--- src/design/fDiv_settings.svh ---
`ifndef FDIV_SETTINGS_SVH
`define FDIV_SETTINGS_SVH

// Sequence number width, compared with wraparound.
`define FDIV_SQN_W 7

// Physical destination tag width.
`define FDIV_TAG_W 7

// Architectural destination register width.
`define FDIV_REG_W 5

// Quotient bits per divide.
// 24 mantissa bits plus guard, round and one bit for normalization.
`define FDIV_ITERS 27

`endif

--- src/design/fDivPkg.sv ---
`include "fDiv_settings.svh"

package fDivPkg;

    typedef logic [31:0] FpWord;
    typedef logic [`FDIV_SQN_W-1:0] SqN;
    typedef logic [`FDIV_TAG_W-1:0] Tag;
    typedef logic [`FDIV_REG_W-1:0] RegNm;
    typedef logic [2:0] RoundMode;
    typedef logic [23:0] Mant;
    typedef logic signed [9:0] Exp;

    localparam RoundMode RM_RNE = 3'd0;
    localparam RoundMode RM_RTZ = 3'd1;
    localparam RoundMode RM_RDN = 3'd2;
    localparam RoundMode RM_RUP = 3'd3;
    localparam RoundMode RM_RMM = 3'd4;

    localparam FpWord CANON_NAN = 32'h7fc00000;

    // IEEE flag bits in the order NV, DZ, OF, UF, NX.
    localparam logic [4:0] RAW_NV = 5'b10000;
    localparam logic [4:0] RAW_DZ = 5'b01000;
    localparam logic [4:0] RAW_OF = 5'b00100;
    localparam logic [4:0] RAW_UF = 5'b00010;
    localparam logic [4:0] RAW_NX = 5'b00001;

    typedef struct packed {
        FpWord srcA;
        FpWord srcB;
        Tag tagDst;
        RegNm nmDst;
        SqN sqN;
        logic [31:0] pc;
        logic valid;
    } ExUOp;

    typedef struct packed {
        logic taken;
        SqN sqN;
    } BranchProv;

    typedef enum logic [2:0] {
        FLAGS_NONE,
        FLAGS_FP_NX,
        FLAGS_FP_UF,
        FLAGS_FP_OF,
        FLAGS_FP_DZ,
        FLAGS_FP_NV,
        FLAGS_ILLEGAL_INSTR
    } Flags;

    typedef struct packed {
        FpWord result;
        Tag tagDst;
        RegNm nmDst;
        SqN sqN;
        logic [31:0] pc;
        Flags flags;
        logic valid;
    } ResUOp;

    typedef struct packed {
        logic sign;
        Exp exp;
        Mant mant;
        logic isZero;
        logic isInf;
        logic isNan;
    } UnpackedOp;

    typedef struct packed {
        logic hit;
        FpWord value;
        logic [4:0] rawFlags;
    } SpecialRes;

    typedef enum logic [1:0] {
        IDLE,
        RUN,
        DONE
    } DivState;

endpackage

--- src/design/fDivUnit.sv ---
`timescale 1ns/1ps
`include "fDiv_settings.svh"

module fDivUnit import fDivPkg::*; (
    input logic clk,
    input logic rst,
    input logic en,
    input logic wbAvail,
    output logic busy,
    input BranchProv branch,
    input ExUOp uop,
    input RoundMode fRoundMode,
    output ResUOp resUop
);

    function automatic logic isFlushed(SqN sqN, BranchProv br);
        return br.taken && ($signed(sqN - br.sqN) > 0);
    endfunction

    // Underflow wins over overflow, then DZ, NV and NX.
    function automatic Flags collapseFlags(logic [4:0] raw, RoundMode rm);
        Flags f;
        if (|(raw & RAW_UF)) begin
            f = FLAGS_FP_UF;
        end else if (|(raw & RAW_OF)) begin
            f = FLAGS_FP_OF;
        end else if (|(raw & RAW_DZ)) begin
            f = FLAGS_FP_DZ;
        end else if (|(raw & RAW_NV)) begin
            f = FLAGS_FP_NV;
        end else if (|(raw & RAW_NX)) begin
            f = FLAGS_FP_NX;
        end else begin
            f = FLAGS_NONE;
        end
        if (rm > RM_RMM) begin
            f = FLAGS_ILLEGAL_INSTR;
        end
        return f;
    endfunction

    logic running;
    logic startDiv;
    logic outValid;
    logic accept;
    logic outFlush;
    logic finish;
    logic divKill;

    UnpackedOp unpA;
    UnpackedOp unpB;
    SpecialRes unpSpecial;
    UnpackedOp opA;
    UnpackedOp opB;
    SpecialRes special;
    RoundMode rmQ;

    Tag tagQ;
    RegNm nmQ;
    SqN sqNQ;
    logic [31:0] pcQ;
    FpWord resultQ;
    Flags flagsQ;

    logic divDone;
    logic [`FDIV_ITERS-1:0] quotient;
    logic sticky;
    Exp expDiff;
    FpWord packRes;
    logic [4:0] packFlags;
    logic [4:0] rawFlags;

    // ********************
    // Issue and flush
    // ********************

    assign accept = en && uop.valid && !running && !outValid
                    && !isFlushed(uop.sqN, branch);
    assign outFlush = isFlushed(sqNQ, branch);
    assign finish = running && divDone && !outFlush;
    assign divKill = running && outFlush;
    assign busy = running || (en && uop.valid) || outValid;

    fpUnpack fpUnpack_i (
        .a(uop.srcA),
        .b(uop.srcB),
        .opA(unpA),
        .opB(unpB),
        .special(unpSpecial)
    );

    mantDivider mantDivider_i (
        .clk(clk),
        .rst(rst),
        .start(startDiv),
        .kill(divKill),
        .dividend(opA.mant),
        .divisor(opB.mant),
        .done(divDone),
        .quotient(quotient),
        .sticky(sticky)
    );

    assign expDiff = $signed(opA.exp) - $signed(opB.exp) + Exp'(127);

    fpRoundPack fpRoundPack_i (
        .sign(opA.sign ^ opB.sign),
        .expDiff(expDiff),
        .quotient(quotient),
        .sticky(sticky),
        .mode(rmQ),
        .result(packRes),
        .rawFlags(packFlags)
    );

    assign rawFlags = special.hit ? special.rawFlags : packFlags;

    always_ff @(posedge clk) begin
        if (rst) begin
            running <= 1'b0;
            startDiv <= 1'b0;
            outValid <= 1'b0;
        end else begin
            startDiv <= accept;
            if (accept) begin
                running <= 1'b1;
            end else if (finish) begin
                running <= 1'b0;
                outValid <= 1'b1;
            end else begin
                if (outFlush || wbAvail) begin
                    outValid <= 1'b0;
                end
                if (outFlush) begin
                    running <= 1'b0;
                end
            end
        end
    end

    // ********************
    // Result micro-op
    // ********************

    always_ff @(posedge clk) begin
        if (accept) begin
            tagQ <= uop.tagDst;
            nmQ <= uop.nmDst;
            sqNQ <= uop.sqN;
            pcQ <= uop.pc;
            rmQ <= fRoundMode;
            opA <= unpA;
            opB <= unpB;
            special <= unpSpecial;
        end
        if (finish) begin
            resultQ <= special.hit ? special.value : packRes;
            flagsQ <= collapseFlags(rawFlags, rmQ);
        end
    end

    always_comb begin
        resUop.result = resultQ;
        resUop.tagDst = tagQ;
        resUop.nmDst = nmQ;
        resUop.sqN = sqNQ;
        resUop.pc = pcQ;
        resUop.flags = flagsQ;
        resUop.valid = outValid;
    end

    // Results only come out of a divide that was running.
    assert property (@(posedge clk) disable iff (rst) $rose(outValid) |-> $past(running))
        else $error("fDivUnit result valid without a running divide");

    assert property (@(posedge clk) disable iff (rst) outValid |-> busy)
        else $error("fDivUnit not busy while holding a result");

endmodule

--- src/design/fpRoundPack.sv ---
`timescale 1ns/1ps
`include "fDiv_settings.svh"

module fpRoundPack import fDivPkg::*; (
    input logic sign,
    input Exp expDiff,
    input logic [`FDIV_ITERS-1:0] quotient,
    input logic sticky,
    input RoundMode mode,
    output FpWord result,
    output logic [4:0] rawFlags
);

    logic [`FDIV_ITERS-1:0] normQ;
    Exp normExp;
    Mant mant;
    logic guardBit;
    logic roundBit;
    logic stickyBit;
    logic inexact;
    logic roundUp;
    logic toInf;
    logic [24:0] mantInc;
    Exp roundExp;

    // Quotient lies in (0.5, 2), so at most one shift is needed.
    assign normQ = quotient[`FDIV_ITERS-1] ? quotient
                                           : {quotient[`FDIV_ITERS-2:0], 1'b0};
    assign normExp = quotient[`FDIV_ITERS-1] ? expDiff : expDiff - Exp'(1);

    assign mant = normQ[`FDIV_ITERS-1:`FDIV_ITERS-24];
    assign guardBit = normQ[2];
    assign roundBit = normQ[1];
    assign stickyBit = normQ[0] || sticky;
    assign inexact = guardBit || roundBit || stickyBit;

    always_comb begin
        case (mode)
            RM_RNE: roundUp = guardBit && (roundBit || stickyBit || mant[0]);
            RM_RTZ: roundUp = 1'b0;
            RM_RDN: roundUp = inexact && sign;
            RM_RUP: roundUp = inexact && !sign;
            RM_RMM: roundUp = guardBit;
            default: roundUp = guardBit && (roundBit || stickyBit || mant[0]);
        endcase
    end

    // Direction of an overflowed result.
    always_comb begin
        case (mode)
            RM_RTZ: toInf = 1'b0;
            RM_RDN: toInf = sign;
            RM_RUP: toInf = !sign;
            default: toInf = 1'b1;
        endcase
    end

    // A carry out of the mantissa leaves 1.0 and bumps the exponent.
    assign mantInc = {1'b0, mant} + {24'd0, roundUp};
    assign roundExp = normExp + Exp'({9'd0, mantInc[24]});

    always_comb begin
        result = {sign, roundExp[7:0], mantInc[22:0]};
        rawFlags = inexact ? RAW_NX : 5'b00000;
        if (roundExp >= Exp'(255)) begin
            result = toInf ? {sign, 8'hff, 23'd0} : {sign, 8'hfe, 23'h7fffff};
            rawFlags = RAW_OF | RAW_NX;
        end else if (roundExp <= Exp'(0)) begin
            // Too small for a normal, flushed to zero.
            result = {sign, 31'd0};
            rawFlags = RAW_UF | RAW_NX;
        end
    end

endmodule

--- src/design/fpUnpack.sv ---
`timescale 1ns/1ps

module fpUnpack import fDivPkg::*; (
    input FpWord a,
    input FpWord b,
    output UnpackedOp opA,
    output UnpackedOp opB,
    output SpecialRes special
);

    function automatic UnpackedOp classify(FpWord w);
        UnpackedOp u;
        logic expZero;
        logic expMax;
        logic fracZero;
        expZero = (w[30:23] == 8'd0);
        expMax = (w[30:23] == 8'hff);
        fracZero = (w[22:0] == 23'd0);
        u.sign = w[31];
        u.exp = Exp'({2'b00, w[30:23]});
        // Subnormals read as zero.
        u.mant = expZero ? Mant'(0) : {1'b1, w[22:0]};
        u.isZero = expZero;
        u.isInf = expMax && fracZero;
        u.isNan = expMax && !fracZero;
        return u;
    endfunction

    logic qSign;

    assign opA = classify(a);
    assign opB = classify(b);
    assign qSign = a[31] ^ b[31];

    always_comb begin
        special.hit = 1'b1;
        special.value = {qSign, 31'd0};
        special.rawFlags = 5'b00000;
        if (opA.isNan || opB.isNan || (opA.isZero && opB.isZero)
            || (opA.isInf && opB.isInf)) begin
            special.value = CANON_NAN;
            special.rawFlags = RAW_NV;
        end else if (opA.isInf) begin
            special.value = {qSign, 8'hff, 23'd0};
        end else if (opB.isZero) begin
            special.value = {qSign, 8'hff, 23'd0};
            special.rawFlags = RAW_DZ;
        end else if (opA.isZero || opB.isInf) begin
            special.value = {qSign, 31'd0};
        end else begin
            // Both finite and nonzero, the divider result is used.
            special.hit = 1'b0;
        end
    end

endmodule

--- src/design/mantDivider.sv ---
`timescale 1ns/1ps
`include "fDiv_settings.svh"

module mantDivider import fDivPkg::*; (
    input logic clk,
    input logic rst,
    input logic start,
    input logic kill,
    input Mant dividend,
    input Mant divisor,
    output logic done,
    output logic [`FDIV_ITERS-1:0] quotient,
    output logic sticky
);

    localparam int CNT_W = $clog2(`FDIV_ITERS);

    DivState state;
    logic [CNT_W-1:0] stepCnt;
    logic [25:0] rem;
    Mant divReg;

    logic [25:0] curRem;
    logic [25:0] curDiv;
    logic [25:0] diff;
    logic qBit;
    logic [25:0] nextRem;

    // ********************
    // One restoring step
    // ********************

    // The first step runs on the start edge straight from the inputs.
    assign curRem = (state == IDLE) ? {2'b00, dividend} : rem;
    assign curDiv = (state == IDLE) ? {2'b00, divisor} : {2'b00, divReg};
    assign diff = curRem - curDiv;
    assign qBit = (curRem >= curDiv);
    assign nextRem = qBit ? {diff[24:0], 1'b0} : {curRem[24:0], 1'b0};

    always_ff @(posedge clk) begin
        if (rst || kill) begin
            state <= IDLE;
            stepCnt <= '0;
        end else begin
            case (state)
                IDLE: begin
                    stepCnt <= CNT_W'(1);
                    if (start) begin
                        state <= RUN;
                    end
                end
                RUN: begin
                    stepCnt <= stepCnt + CNT_W'(1);
                    if (stepCnt == CNT_W'(`FDIV_ITERS - 1)) begin
                        state <= DONE;
                    end
                end
                DONE: begin
                    state <= IDLE;
                end
                default: begin
                    state <= IDLE;
                end
            endcase
        end
    end

    always_ff @(posedge clk) begin
        if ((state == IDLE && start) || state == RUN) begin
            rem <= nextRem;
            quotient <= {quotient[`FDIV_ITERS-2:0], qBit};
        end
        if (state == IDLE) begin
            divReg <= divisor;
        end
    end

    assign done = (state == DONE);
    assign sticky = |rem;

    // The unit must not restart the divider while a divide is in flight.
    assert property (@(posedge clk) disable iff (rst) start |-> state == IDLE)
        else $error("mantDivider start outside IDLE");

endmodule

--- config.mk ---
export PLATFORM = sky130hd
export DESIGN_NAME = fDivUnit
export DESIGN_NICKNAME = d
export VERILOG_FILES = /design/src/design/fDivPkg.sv /design/src/design/fDivUnit.sv /design/src/design/fpRoundPack.sv /design/src/design/fpUnpack.sv /design/src/design/mantDivider.sv
export VERILOG_INCLUDE_DIRS = /design/src /design/src/design
export SDC_FILE = /design/constraint.sdc
export NUM_CORES = 1
export LEC_CHECK = 0
export ABC_AREA = 1
export BUFFER_PORTS_ARGS = -buffer_cell sky130_fd_sc_hd__buf_4
export CORE_UTILIZATION = 50
export CTS_CLUSTER_DIAMETER = 120
export DETAILED_ROUTE_END_ITERATION = 8
export PLACE_DENSITY = 0.72
export SYNTH_ARGS = -nofsm -noshare
export SYNTH_HDL_FRONTEND = slang
export SYNTH_HIERARCHICAL = 1
export SYNTH_SLANG_ARGS = --single-unit
--- constraint.sdc ---
create_clock -name clk -period 10.8 [get_ports clk]
set_input_delay 0 -clock clk [delete_from_list [all_inputs] [get_ports clk]]
set_output_delay 0 -clock clk [all_outputs]
set_load 0.01 [all_outputs]
## Word level (Yosys, flattened, before mapping)

Index checks and enable logic that the tools add are counted.

| cells by class | value |
|---|---|
| reduce and logical (&&, ||, !) cells | 55 |
| bitwise gates (word level) | 3 |
| equality and inequality tests | 11 |
| $add $sub $neg | 9 |
| order comparisons | 6 |
| muxes and demuxes | 35 |

Operators by type and width:

| kind | count |
|---|---|
| two-way mux 24 bit | 4 |
| two-way mux 31 bit | 3 |
| two-way mux 26 bit | 2 |
| logical NOT 23 bit | 2 |
| two-way mux 32 bit | 1 |
| two-way mux 27 bit | 1 |
| greater-or-equal comparator 26 x 24 -> 1 bit | 1 |
| OR reduction 26 bit | 1 |
| adder 24 x 1 -> 25 bit | 1 |
| subtractor 25 bit | 1 |
| two-way mux 23 bit | 1 |
| logical AND 1 bit | 19 |
| equality test 8 bit (second input constant) | 2 |
| logical NOT 8 bit | 2 |
| two-way mux 5 bit | 3 |
| greater-than comparator 7 x 1 -> 1 bit (second input constant) | 2 |
| logical OR 1 bit | 14 |
| subtractor 7 bit | 2 |
| two-way mux 3 bit | 4 |
| adder 10 x 2 -> 10 bit | 1 |
| adder 9 x 8 -> 10 bit (second input constant) | 1 |
| greater-or-equal comparator 10 x 9 -> 1 bit (second input constant) | 1 |
| <= comparator 10 x 1 -> 1 bit (second input constant) | 1 |
| two-way mux 10 bit | 1 |
| other kinds (28) | 48 |

| storage, ports and cells | value |
|---|---|
| input bits | 131 |
| register bits after elaboration | 280 |
| logic and storage cells | 149 |
| output and inout port bits | 88 |

## Depth between registers and ports, before layout

Gate-level depths: netlist of the first run.

| depth | value |
|---|---|
| depth in word-level cells | 17 |
| mapped depth | 35 |
| depth with buffers taken out | 33 |

## Modules after synthesis

Netlist of the first run, hierarchy kept.

Modules (own cells, without submodules):

| module | seq. area each (sq um) | area an instance (sq um) | times used | cells each |
|---|---|---|---|---|
| fDivUnit | 5975.7 | 7631.1 | 1 | 510 |
| mantDivider | 2422.3 | 5621.6 | 1 | 699 |
| fpRoundPack | 0.0 | 1933.1 | 1 | 389 |
| fpUnpack | 0.0 | 1253.7 | 1 | 243 |

## Worst setup path before layout of the first run

No wires, ideal clock.

| timing path | value |
|---|---|
| path kind | input -> register |
| start point | input uop[33] in the netlist's numbering |
| end point | register nmQ[0] (enable) |
| data arrival time | 4.305 ns |
| library setup time | 0.515 ns |
| path buffers | 0 |
| path slack | 5.980 ns |
| stages | 12 |
| data required time | 10.285 ns |
| path through | inv_1 > ha_1 > inv_1 > fa_1 > xor2_1 > nor2_1 > nand3_1 > nor2_1 > nand2_1 > nand2_1 > nand2_1 > inv_1 |

| on the way | value |
|---|---|
| longest elaborated chain between the ends | 5 |

RTL lines:

| item | RTL line | RTL |
|---|---|---|
| from (decl) | fDivUnit.sv:11 | `input ExUOp uop,` |
| subtractor 7 bit | fDivUnit.sv:17 | `return br.taken && ($signed(sqN - br.sqN) > 0);` |
| greater-than comparator 7 x 1 -> 1 bit | fDivUnit.sv:17 |  |
| logical AND 1 bit | fDivUnit.sv:17 |  |
| logical NOT 1 bit | fDivUnit.sv:78 | `&& !isFlushed(uop.sqN, branch);` |
| logical AND 1 bit | fDivUnit.sv:78 |  |
| named net accept | fDivUnit.sv:45 | `logic accept;` |
| to (signal assigned) | fDivUnit.sv:148 | `nmQ <= uop.nmDst;` |
| to (decl) | fDivUnit.sv:59 | `RegNm nmQ;` |

The timed path passes the listed nets, and every way through them passes these cells.
A chain may end at the register's enable or synchronous reset.

## Worst setup path in the final report of the first run

| timing path | value |
|---|---|
| start point | register mantDivider_i.quotient[26] |
| end point | register flagsQ[1] (data pin) |

| on the way | value |
|---|---|
| longest elaborated chain between the ends | 13 |
| elaborated cells on any way between the ends | 20 |
| those cells by class | add/sub (2); order compare (2); mux (7); reduce/logical (9) |

RTL lines:

| item | RTL line | RTL |
|---|---|---|
| from (decl) | mantDivider.sv:12 | `` output logic [`FDIV_ITERS-1:0] quotient, `` |
| from (signal assigned) | mantDivider.sv:71 | `` quotient <= {quotient[`FDIV_ITERS-2:0], qBit}; `` |
| two-way mux 27 bit | fpRoundPack.sv:27 | `` assign normQ = quotient[`FDIV_ITERS-1] ? quotient `` |
| logical OR 1 bit | fpRoundPack.sv:34 | `assign stickyBit = normQ[0] \|\| sticky;` |
| logical OR 1 bit (2 in series) | fpRoundPack.sv:39, fpRoundPack.sv:44 |  |
| logical AND 1 bit | fpRoundPack.sv:39, fpRoundPack.sv:44 |  |
| one-hot mux 1 bit (4 select lines) | fpRoundPack.sv:38 | `case (mode)` |
| adder 24 x 1 -> 25 bit | fpRoundPack.sv:59 | `assign mantInc = {1'b0, mant} + {24'd0, roundUp};` |
| adder 10 x 2 -> 10 bit (*) | fpRoundPack.sv:60 | `assign roundExp = normExp + Exp'({9'd0, mantInc[24]});` |
| <= comparator 10 x 1 -> 1 bit | fpRoundPack.sv:68 | `end else if (roundExp <= Exp'(0)) begin` |
| two-way mux 5 bit | fpRoundPack.sv:68 |  |
| two-way mux 5 bit (*) | fpRoundPack.sv:65 | `if (roundExp >= Exp'(255)) begin` |
| named net packFlags[1] | fDivUnit.sv:70 | `logic [4:0] packFlags;` |
| two-way mux 5 bit (*) | fDivUnit.sv:116 | `assign rawFlags = special.hit ? special.rawFlags : packFlags;` |
| OR reduction 3 bit (no line) (*) | - |  |
| to (signal assigned) | fDivUnit.sv:158 | `flagsQ <= collapseFlags(rawFlags, rmQ);` |
| to (decl) | fDivUnit.sv:63 | `Flags flagsQ;` |

Mark *: on every way through the listed nets, which the timed path passes. The rest lies on a longest branch.

==> key figures, run 1 <==
Final layout
  – Most common cell after layout, fill and taps aside: nand2_1
  – Commonest cells after routing, fill and taps aside: 541 x nand2_1, 273 x edfxtp_1, 263 x inv_1, 223 x buf_4, 155 x nor2_1
  – FF/Latch Area: 0.00840 mm2
  – Fillers: 2643
  – Final nets: 2344
  – Area grow syn2layout: 23.0%
  – Post-route cell area: 0.0202 mm2
  – Final std cells w/o fill: 2611
  – Multi-input gate area: 0.00635 mm2
  – Final core utilization: 62.3%
  – Diode count: 0
  – Share of cells above drive strength 1: 17.1%

Clock network
  – TritonCTS Buffers: 30
  – CTS max path bufs: 3
  – CTS tree: yes
  – CTS resizes: 0
  – Setup Buffers After CTS: 0
  – Clk root buf: clkbuf_16
  – Max H-tree Level: 1
  – Clock Latency Late Sink: 570 ps
  – CTS clock-pin slew for the worst setup and hold paths: 60 ps
  – # clock sinks: 283

Placement
  – Post-place setup slack: 5350 ps
  – Dpl cell area: 0.0181 mm2
  – Input/output buffers: 218
  – Post-Place Cells: 2435
  – Placed wire-length estimate: 27000 um
  – Final RePlAce weighted congestion: 0.914

Setup path
  – Slowest CP cell: edfxtp_1
  – Crit path max fanout: 36
  – Setup crit end kind: flop
  – CP dominant cell by count: nand2_1
  – Worst endpoint required time: 11100 ps
  – Worst setup SP type: flop
  – Crit path kind: reg -> reg
  – Worst Path Arrival: 5810 ps
  – Max incr delay on CP: 810 ps

Global route
  – Grt ovf: 0
  – Global-route wire length before repair: 61800 um
  – Vias in the first global route: 13.0k
  – Total GRT Usage: 23.0%
  – Initial antenna violation count: 0
  – Largest net degree at the start of global routing: 90

Min path
  – Worst Hold Class: in -> reg

Timing
  – Fin Setup TNS: 0 ps
  – Max-slew headroom: 29.3%
  – Final period utilization: 51.0%
  – RSZ-0062 raised after global routing: no
  – Post-layout min period: 5510 ps
  – Hold WS: 142 ps
  – Final setup vio count: 0
  – Final Skew: 11.2 ps
  – Final worst slack: 5290 ps
  – Worst Max-Slew Pin Slew: 1060 ps
  – Fmax: 181 MHz
  – Slew Limit Fails: 0
  – Final hold viol count: 0

Routing
  – Drt wl/cell: 14.9 um
  – DRT Wirelength: 38900 um
  – Via count: 13.0k
  – Via density: 4.96
  – Drt pass-1 iters: 5
  – Initial DRC count: 780
  – # DRC: 0
  – Post-route ant nets: 0

Run status
  – Status: finished, final reports clean

Logic synthesis
  – Synth Cell Area: 0.0164 mm2
  – Mapped Avg Cell Area: 8.94 um2
  – Ys Warns: 6
  – Mapped Cells: 1837

Floorplanning
  – Rows: 66
  – I/O pins: 219
  – Core area: 0.0325 mm2
  – Die X-Extent: 183 um
  – DIE HEIGHT: 183 um
  – Die ar.: 0.0336 mm2
  – Starting Density: 50.6%

Power
  – Power density over cell area: 143 mW/mm2
  – Overall Power: 2.89 mW
  – Peak VDD IR: 0.148 mV
  – Leak: 9.28 nW

Job
  – Max Cap Violations: 0
==> power by group <==
group          total, mW  switching (mW)  internal [mW]  leakage (nW)
sequential          1.31          0.0231           1.29          2.64
combinational      0.628           0.391          0.237          6.21
clock              0.954           0.420          0.534         0.427
==> worst paths after layout <==
path                                                           start  cells after the start                                  end  slack, ps
worst max register to register  mantDivider_i/quotient[26]$_DFFE_PP_                     28              flagsQ[1]$_SDFFCE_PP1P_       5290
worst min register to register   mantDivider_i/quotient[0]$_DFFE_PP_                      0  mantDivider_i/quotient[1]$_DFFE_PP_        450
worst min-delay path                                          uop[9]                      2                     pcQ[8]$_DFFE_PP_        140
worst max-delay path            mantDivider_i/quotient[26]$_DFFE_PP_                     28              flagsQ[1]$_SDFFCE_PP1P_       5290
==> area by class of cell <==
cell class / count / area share (%)
Clock buffer: 38 / 3.86
Tap cell: 442 / 2.74
Clock inverter: 14 / 0.619
Multi-Input combinational cell: 1200 / 31.4
Sequential cell: 283 / 41.6
Inverter: 287 / 5.38
Timing Repair Buffer: 347 / 14.4
==> critical path: cells and delay by family, from the launching register on <==
family	cells	cell delay, ps
muxes	1	250
and+or+nand+nor	16	2220
adders and majority gates	4	860
AOI/OAI and AO/OA	3	400
buffers and inverters	4	680
DFF	1	810
==> registers in the layout, summed over array words and instances, names as in the netlist <==
register                cells
tagQ                        7
mantDivider_i/quotient     27
mantDivider_i/state         2
opA                        35
mantDivider_i/rem          25
rmQ                         3
flagsQ                      3
mantDivider_i/stepCnt       5
running                     1
startDiv                    1
resultQ                    32
outValid                    1
opB                        35
mantDivider_i/divReg       24
special                    38
pcQ                        32
nmQ                         5
sqNQ                        7
==> metal layers <==
metal | vias up | global-route usage, % | wire, um
met1 | 6036 | 26.9 | 15700
li1 | 6460 | - | -
met2 | 359 | 42.5 | 20100
met5 | - | 0 | 0
met3 | 98 | 2.86 | 1630
met4 | 0 | 9.07 | 1370
==> timing repair <==
action	CTS	global route
hold buffers	124	0
endpoints found under the hold margin	131	0
setup endpoints to repair	0	0
No activity file was read; power rests on OpenSTA's default activity.
==> run 2: changes to the inputs <==
--- a/config.mk
+++ b/config.mk
@@ -11,7 +11,7 @@
 export CORE_UTILIZATION = 50
 export CTS_CLUSTER_DIAMETER = 120
 export DETAILED_ROUTE_END_ITERATION = 8
-export PLACE_DENSITY = 0.72
+export PLACE_DENSITY = 0.74
 export SYNTH_ARGS = -nofsm -noshare
 export SYNTH_HDL_FRONTEND = slang
 export SYNTH_HIERARCHICAL = 1
==> constraint.sdc (replaced) <==
create_clock -name clk -period 4.5 [get_ports clk]
set_input_delay 0 -clock clk [delete_from_list [all_inputs] [get_ports clk]]
set_output_delay 0 -clock clk [all_outputs]
set_load 0.01 [all_outputs]
==> run 2 against run 1 <==
  * Total power grew to 2.6 times the previous value
  * Combinational power grew to 2.7 times the previous value
  * Worst setup slack worse by 5200 ps
==> key figures, run 2 (same netlist as run 1, synthesis figures left out) <==
Final layout
  – Area grow syn2layout: 28.0%
  – Most common cell after layout, fill and taps aside: nand2_1
  – Final nets: 2384 (+1.7%)
  – Fillers: 2566 (-2.9%)
  – Final core utilization: 64.8% (+2.5 points)
  – Diode count: 0 (unchanged)
  – Max FFs per register: 38 (unchanged)
  – Share of cells above drive strength 1: 21.0% (+3.9 points)
  – Largest regs: special x38, opA x35, opB x35
  – Most flops, register: special
  – Commonest cells after routing, fill and taps aside: 532 x nand2_1, 273 x edfxtp_1, 260 x inv_1, 251 x buf_4, 148 x nor2_1

Timing
  – Slew Limit Fails: 0 (unchanged)
  – Final hold viol count: 0 (unchanged)
  – Max-slew headroom: 29.3% (about the same)
  – Final Skew: 9.25 ps (-1.94 ps)
  – Fmax: 228 MHz (+26%)
  – Hold WS: 88.2 ps (-53.4 ps)
  – Final period utilization: 97.4% (+46 points)
  – Final worst slack: 117 ps (-5170 ps)
  – Final setup vio count: 0 (unchanged)
  – Post-layout min period: 4380 ps (-1130 ps)
  – Worst Max-Slew Pin Slew: 1060 ps (-1.18 ps)

Clock network
  – CTS max path bufs: 3 (unchanged)
  – Clk root buf: clkbuf_16
  – Clock Latency Late Sink: 560 ps (about the same)
  – Max H-tree Level: 1 (unchanged)
  – CTS clock-pin slew for the worst setup and hold paths: 60 ps (about the same)
  – # clock sinks: 283 (unchanged)
  – CTS tree: yes
  – TritonCTS Buffers: 30 (unchanged)

Routing
  – Post-route ant nets: 0 (unchanged)
  – # DRC: 0 (unchanged)
  – Initial DRC count: 880 (+13%)
  – Drt pass-1 iters: 5 (unchanged)
  – Via density: 4.98 (+0.36%)
  – Drt wl/cell: 14.8 um (-0.74%)
  – Via count: 13.2k (+2.1%)
  – DRT Wirelength: 39200 um (+0.93%)

Global route
  – Total GRT Usage: 22.5% (-0.44 points)
  – Initial antenna violation count: 0 (unchanged)
  – Grt ovf: 0 (unchanged)
  – Global-route wire length before repair: 60800 um (-1.5%)
  – Largest net degree at the start of global routing: 61 (-32%)
  – Vias in the first global route: 13.0k (+0.0077%)

Setup path
  – CP dominant cell by count: nand2_1
  – Flop2flop setup slack: 120 ps (-5170 ps)
  – Crit path kind: reg -> reg
  – Worst Path Arrival: 4690 ps (-1120 ps)
  – Worst setup SP type: flop
  – Max incr delay on CP: 360 ps (-450 ps)
  – Crit path max fanout: 8 (-78%)
  – Setup crit end kind: flop
  – Slowest CP cell: edfxtp_1
  – Worst endpoint required time: 4810 ps (-6290 ps)

Floorplanning
  – Rows: 66 (unchanged)
  – Core area: 0.0325 mm2 (unchanged)
  – Starting Density: 50.6% (unchanged)
  – Die X-Extent: 183 um (unchanged)
  – DIE HEIGHT: 183 um (unchanged)
  – I/O pins: 219 (unchanged)
  – Die ar.: 0.0336 mm2 (unchanged)

Placement
  – Placed wire-length estimate: 26900 um (-0.23%)
  – Input/output buffers: 218 (unchanged)
  – Final RePlAce weighted congestion: 0.966 (+5.7%)
  – Post-place setup slack: 3.87 ps (-5350 ps)

Power
  – Peak VDD IR: 0.323 mV (+120%)
  – Leak: 9.60 nW (+3.4%)
  – Overall Power: 7.39 mW (+160%)
  – Power density over cell area: 352 mW/mm2 (+150%)

Run status
  – Status: finished, final reports clean

Min path
  – Worst Hold Class: in -> reg

Job
  – Max Cap Violations: 0 (unchanged)
[run 2: cell count changes in the layout (fill, tap and decap cells not counted), moves of 7 or more]
cell | previous run | this run
buf_4 | 223 | 251
nand3_2 | 19 | 30
nand2_1 | 541 | 532
nor2_1 | 155 | 148
nand2_2 | 15 | 24
nand3_1 | 99 | 87
clkbuf_1 | 8 | 1
[run 2: worst paths after layout]
path | endpoint | cells past startpoint | startpoint
hold / removal | startDiv$_SDFF_PP0_ | 7 | branch[6]
setup / recovery | resultQ[7]$_DFFE_PP_ | 29 | rmQ[1]$_DFFE_PP_
hold reg to reg | mantDivider_i/quotient[17]$_DFFE_PP_ | 0 | mantDivider_i/quotient[16]$_DFFE_PP_
setup reg to reg | resultQ[7]$_DFFE_PP_ | 29 | rmQ[1]$_DFFE_PP_
[run 2: what timing repair did]
action / in CTS / in global routing
setup buffers: 0 / 14
gates resized for setup: 0 / 70
hold endpoints to repair: 129 / 0
hold buffers: 124 / 0
endpoints found under the setup margin: 0 / 33
[run 2: critical path, delay by kind of cell, from the launching register on]
kind | cells | cell delay (ps)
AO/OA/AOI/OAI | 2 | 350
AND/OR/NAND/NOR | 19 | 2130
buffers and inverters | 4 | 480
adder cells (fa/ha/maj) | 4 | 800
flip-flops | 1 | 360
[run 2: final cells by class]
cell class / count / area, um2 / area share [%]
sequential: 283 / 8400 / 40.0
tap: 442 / 553 / 2.63
multi-input combinational: 1204 / 6670 / 31.7
inverter: 287 / 1090 / 5.20
timing repair buffer: 383 / 3280 / 15.6
clock buffer: 34 / 796 / 3.79
clock inverter: 22 / 233 / 1.11
[run 2: per-stage QoR]
step | TNS [ps] | area [um2] | instances
6_report | 0 | 21000 | 2655
5_1_grt | -2620 | 21000 | 2655
4_1_cts | 0 | 20500 | 2635
3_5_place_dp | 0 | 18200 | 2455
3_3_place_gp | 0 | 18200 | 2455
2_1_floorplan | 0 | 16500 | 1866
[run 2: metal layers]
layer  global-route usage [%]  up-vias  wire (um)
met5                        0        -          0
met4                     7.57        0       1210
met3                     3.18       95       1800
met2                     42.0      371      20300
met1                     26.4     6195      15900
li1                         -     6558          -
[run 2: report_power, final]
group / switching [mW] / leakage [nW] / internal (mW) / total (mW)
combinational: 1.03 / 6.45 / 0.678 / 1.71
clock: 1.05 / 0.506 / 1.50 / 2.55
sequential: 0.0509 / 2.64 / 3.08 / 3.13
total: 2.13 / 9.60 / 5.26 / 7.39
==> run 3: changes to the inputs <==
==> constraint.sdc (replaced) <==
create_clock -name clk -period 4.5 [get_ports clk]
set_input_delay 0.225 -clock clk [delete_from_list [all_inputs] [get_ports clk]]
set_output_delay 0.225 -clock clk [all_outputs]
set_load 0.01 [all_outputs]
==> run 3 against run 2 <==
  * Count of clock-buffer cells in the layout grew 3
  * Clock power is 2% lower
  * First-iteration DRC count is 8.4% lower
  * Global-route usage is 0.41 points higher
  * Critical path depth grew 2
  * Fmax grew 0.85%
  * Clock skew barely moved
  * Flip-flop and latch count unchanged
  * Worst setup slack better by 37 ps
  * Non-clock buffer count is 13 lower
==> key figures, run 3 (same netlist as run 1, synthesis figures left out) <==
Final layout
  – Most common cell after layout, fill and taps aside: nand2_1
  – Share of cells above drive strength 1: 20.2% (-0.78 points)
  – Final nets: 2370 (-0.59%)
  – Commonest cells after routing, fill and taps aside: 529 x nand2_1, 273 x edfxtp_1, 260 x inv_1, 244 x buf_4, 150 x nor2_1
  – Area grow syn2layout: 26.7%
  – Final core utilization: 64.1% (-0.66 points)
  – Most flops, register: special
  – Largest regs: special x38, opA x35, opB x35
  – Max FFs per register: 38 (unchanged)
  – Fillers: 2593 (+1.1%)

Floorplanning
  – Rows: 66 (unchanged)
  – Die X-Extent: 183 um (unchanged)
  – DIE HEIGHT: 183 um (unchanged)
  – Core area: 0.0325 mm2 (unchanged)
  – I/O pins: 219 (unchanged)
  – Die ar.: 0.0336 mm2 (unchanged)
  – Starting Density: 50.6% (unchanged)

Clock network
  – # clock sinks: 283 (unchanged)
  – Max H-tree Level: 1 (unchanged)
  – CTS max path bufs: 3 (unchanged)
  – Clock Latency Late Sink: 580 ps (+20 ps)
  – CTS tree: yes
  – TritonCTS Buffers: 31 (+3.3%)
  – Clk root buf: clkbuf_16
  – CTS clock-pin slew for the worst setup and hold paths: 60 ps (about the same)

Routing
  – Drt pass-1 iters: 6 (+1)
  – # DRC: 0 (unchanged)
  – DRT Wirelength: 39900 um (+1.7%)
  – Post-route ant nets: 0 (unchanged)
  – Via count: 13.2k (-0.053%)
  – Drt wl/cell: 15.1 um (+2.2%)
  – Initial DRC count: 806 (-8.4%)
  – Via density: 5.00 (+0.44%)

Global route
  – Largest net degree at the start of global routing: 62 (+1.6%)
  – Total GRT Usage: 23.0% (+0.41 points)
  – Met1 Resource Use GR: 26.1% (-0.35 points)
  – Grt ovf: 0 (unchanged)
  – Met3 usage: 3.06% (-0.12 points)
  – Initial antenna violation count: 1 (+1)
  – Met2 GRT Util: 43.0% (+1.0 points)
  – Grt peak-use layer: met2
  – Vias in the first global route: 13.0k (+0.27%)
  – Global-route wire length before repair: 61700 um (+1.4%)

Setup path
  – CP delay by family, top: simple AND/OR/NAND/NOR gates
  – Crit path kind: reg -> reg
  – Worst endpoint required time: 4830 ps (+20 ps)
  – Setup crit end kind: flop
  – R2r startpoint: mantDivider_i/quotient[26]$_DFFE_PP_
  – Crit. Startpoint: mantDivider_i/quotient[26]$_DFFE_PP_
  – Worst path bufs/invs: 5 (+1)
  – Max incr delay on CP: 460 ps (+100 ps)
  – Worst setup SP type: flop
  – Crit path max fanout: 6 (-2)
  – Slowest CP cell: edfxtp_1
  – Worst Path Arrival: 4680 ps (about the same)

Timing
  – Fin Setup TNS: 0 ps (unchanged)
  – Worst Max-Slew Pin Slew: 1140 ps (+78.1 ps)
  – Fmax: 230 MHz (+0.85%)
  – Post-layout min period: 4350 ps (-37.1 ps)
  – Final setup vio count: 0 (unchanged)
  – Final period utilization: 96.6% (-0.82 points)
  – Slew Limit Fails: 0 (unchanged)
  – Max-slew headroom: 24.1% (-5.2 points)
  – Final Skew: 9.74 ps (+0.490 ps)
  – Final hold viol count: 0 (unchanged)

Power
  – Overall Power: 7.31 mW (-1.0%)
  – Power density over cell area: 352 mW/mm2 (about the same)
  – Leak: 9.51 nW (-0.95%)
  – Peak VDD IR: 0.321 mV (-0.57%)

Run status
  – Status: finished, final reports clean

Placement
  – Placed wire-length estimate: 27000 um (+0.50%)
  – Input/output buffers: 218 (unchanged)
  – Final RePlAce weighted congestion: 0.970 (+0.43%)

Min path
  – Worst Hold Class: in -> reg
  – HP Start: uop[92]

Job
  – Max Cap Violations: 0 (unchanged)
==> run 3: cell count changes in the layout (fill, tap and decap cells not counted), sizes merged <==
cell / previous run / this run
clkinvlp: 3 / 2
diode: 0 / 1
nand2: 564 / 562
buf: 257 / 249
dlygate4sd3: 124 / 119
inv: 285 / 286
clkbuf: 36 / 39
bufinv: 4 / 3
clkinv: 17 / 16
==> run 3: per-layer routing <==
metal  share of wire (%)  wire, um
met3                 4.6      1830
met4                 3.4      1370
met1                  40     15900
met5                   0         0
met2                  52     20900
==> run 3: worst register-to-register path, delay by kind of cell (launching register included) <==
family / cells / cell delay, ps
adder cells (fa/ha/maj): 4 / 820
AO/OA/AOI/OAI: 3 / 450
AND/OR/NAND/NOR: 19 / 1870
buffers and inverters: 5 / 520
flip-flops: 1 / 460
==> run 3: timing repair <==
item | in CTS | in global routing
buffers inserted | 0 | 5
gates resized for setup | 0 | 60
endpoints found under the hold margin | 120 | 0
hold buffers | 119 | 0
setup endpoints to repair | 0 | 33
==> run 3: metrics by stage <==
step	area [um2]	setup WS [ps]	std cells	hold WS, ps
after global routing	20800	-79.3	2642	22.8
after detailed placement	18300	36.7	2456	404
final	20800	154	2642	32.1
after global placement	18300	266	2456	403
after floorplan	16500	210	1866	292
after CTS	20400	35.7	2632	13.9
==> run 3: power by group <==
| part | switching (mW) | internal (mW) |
|---|---|---|
| combinational | 1.02 | 0.660 |
| clock | 1.06 | 1.44 |
| sequential | 0.0519 | 3.08 |
| total | 2.13 | 5.18 |
==> run 3: final timing paths <==
path                                        end  slack (ps)  cells after the start
max                        resultQ[2]$_DFFE_PP_         150                     31
min reg2reg  mantDivider_i/divReg[16]$_DFFE_PN_         450                      0
max reg2reg                resultQ[2]$_DFFE_PP_         150                     31
min                           opA[11]$_DFFE_PP_          30                      3
==> run 3: final cells by class <==
type                       count  area, um2  area share, %
sequential                   283       8400           40.4
multi-input combinational   1202       6610           31.8
timing repair buffer         370       3160           15.2
inverter                     287       1090           5.23
clock buffer                  37        798           3.84
tap                          442        553           2.66
clock inverter                20        189          0.908
antenna                        1       2.50         0.0120
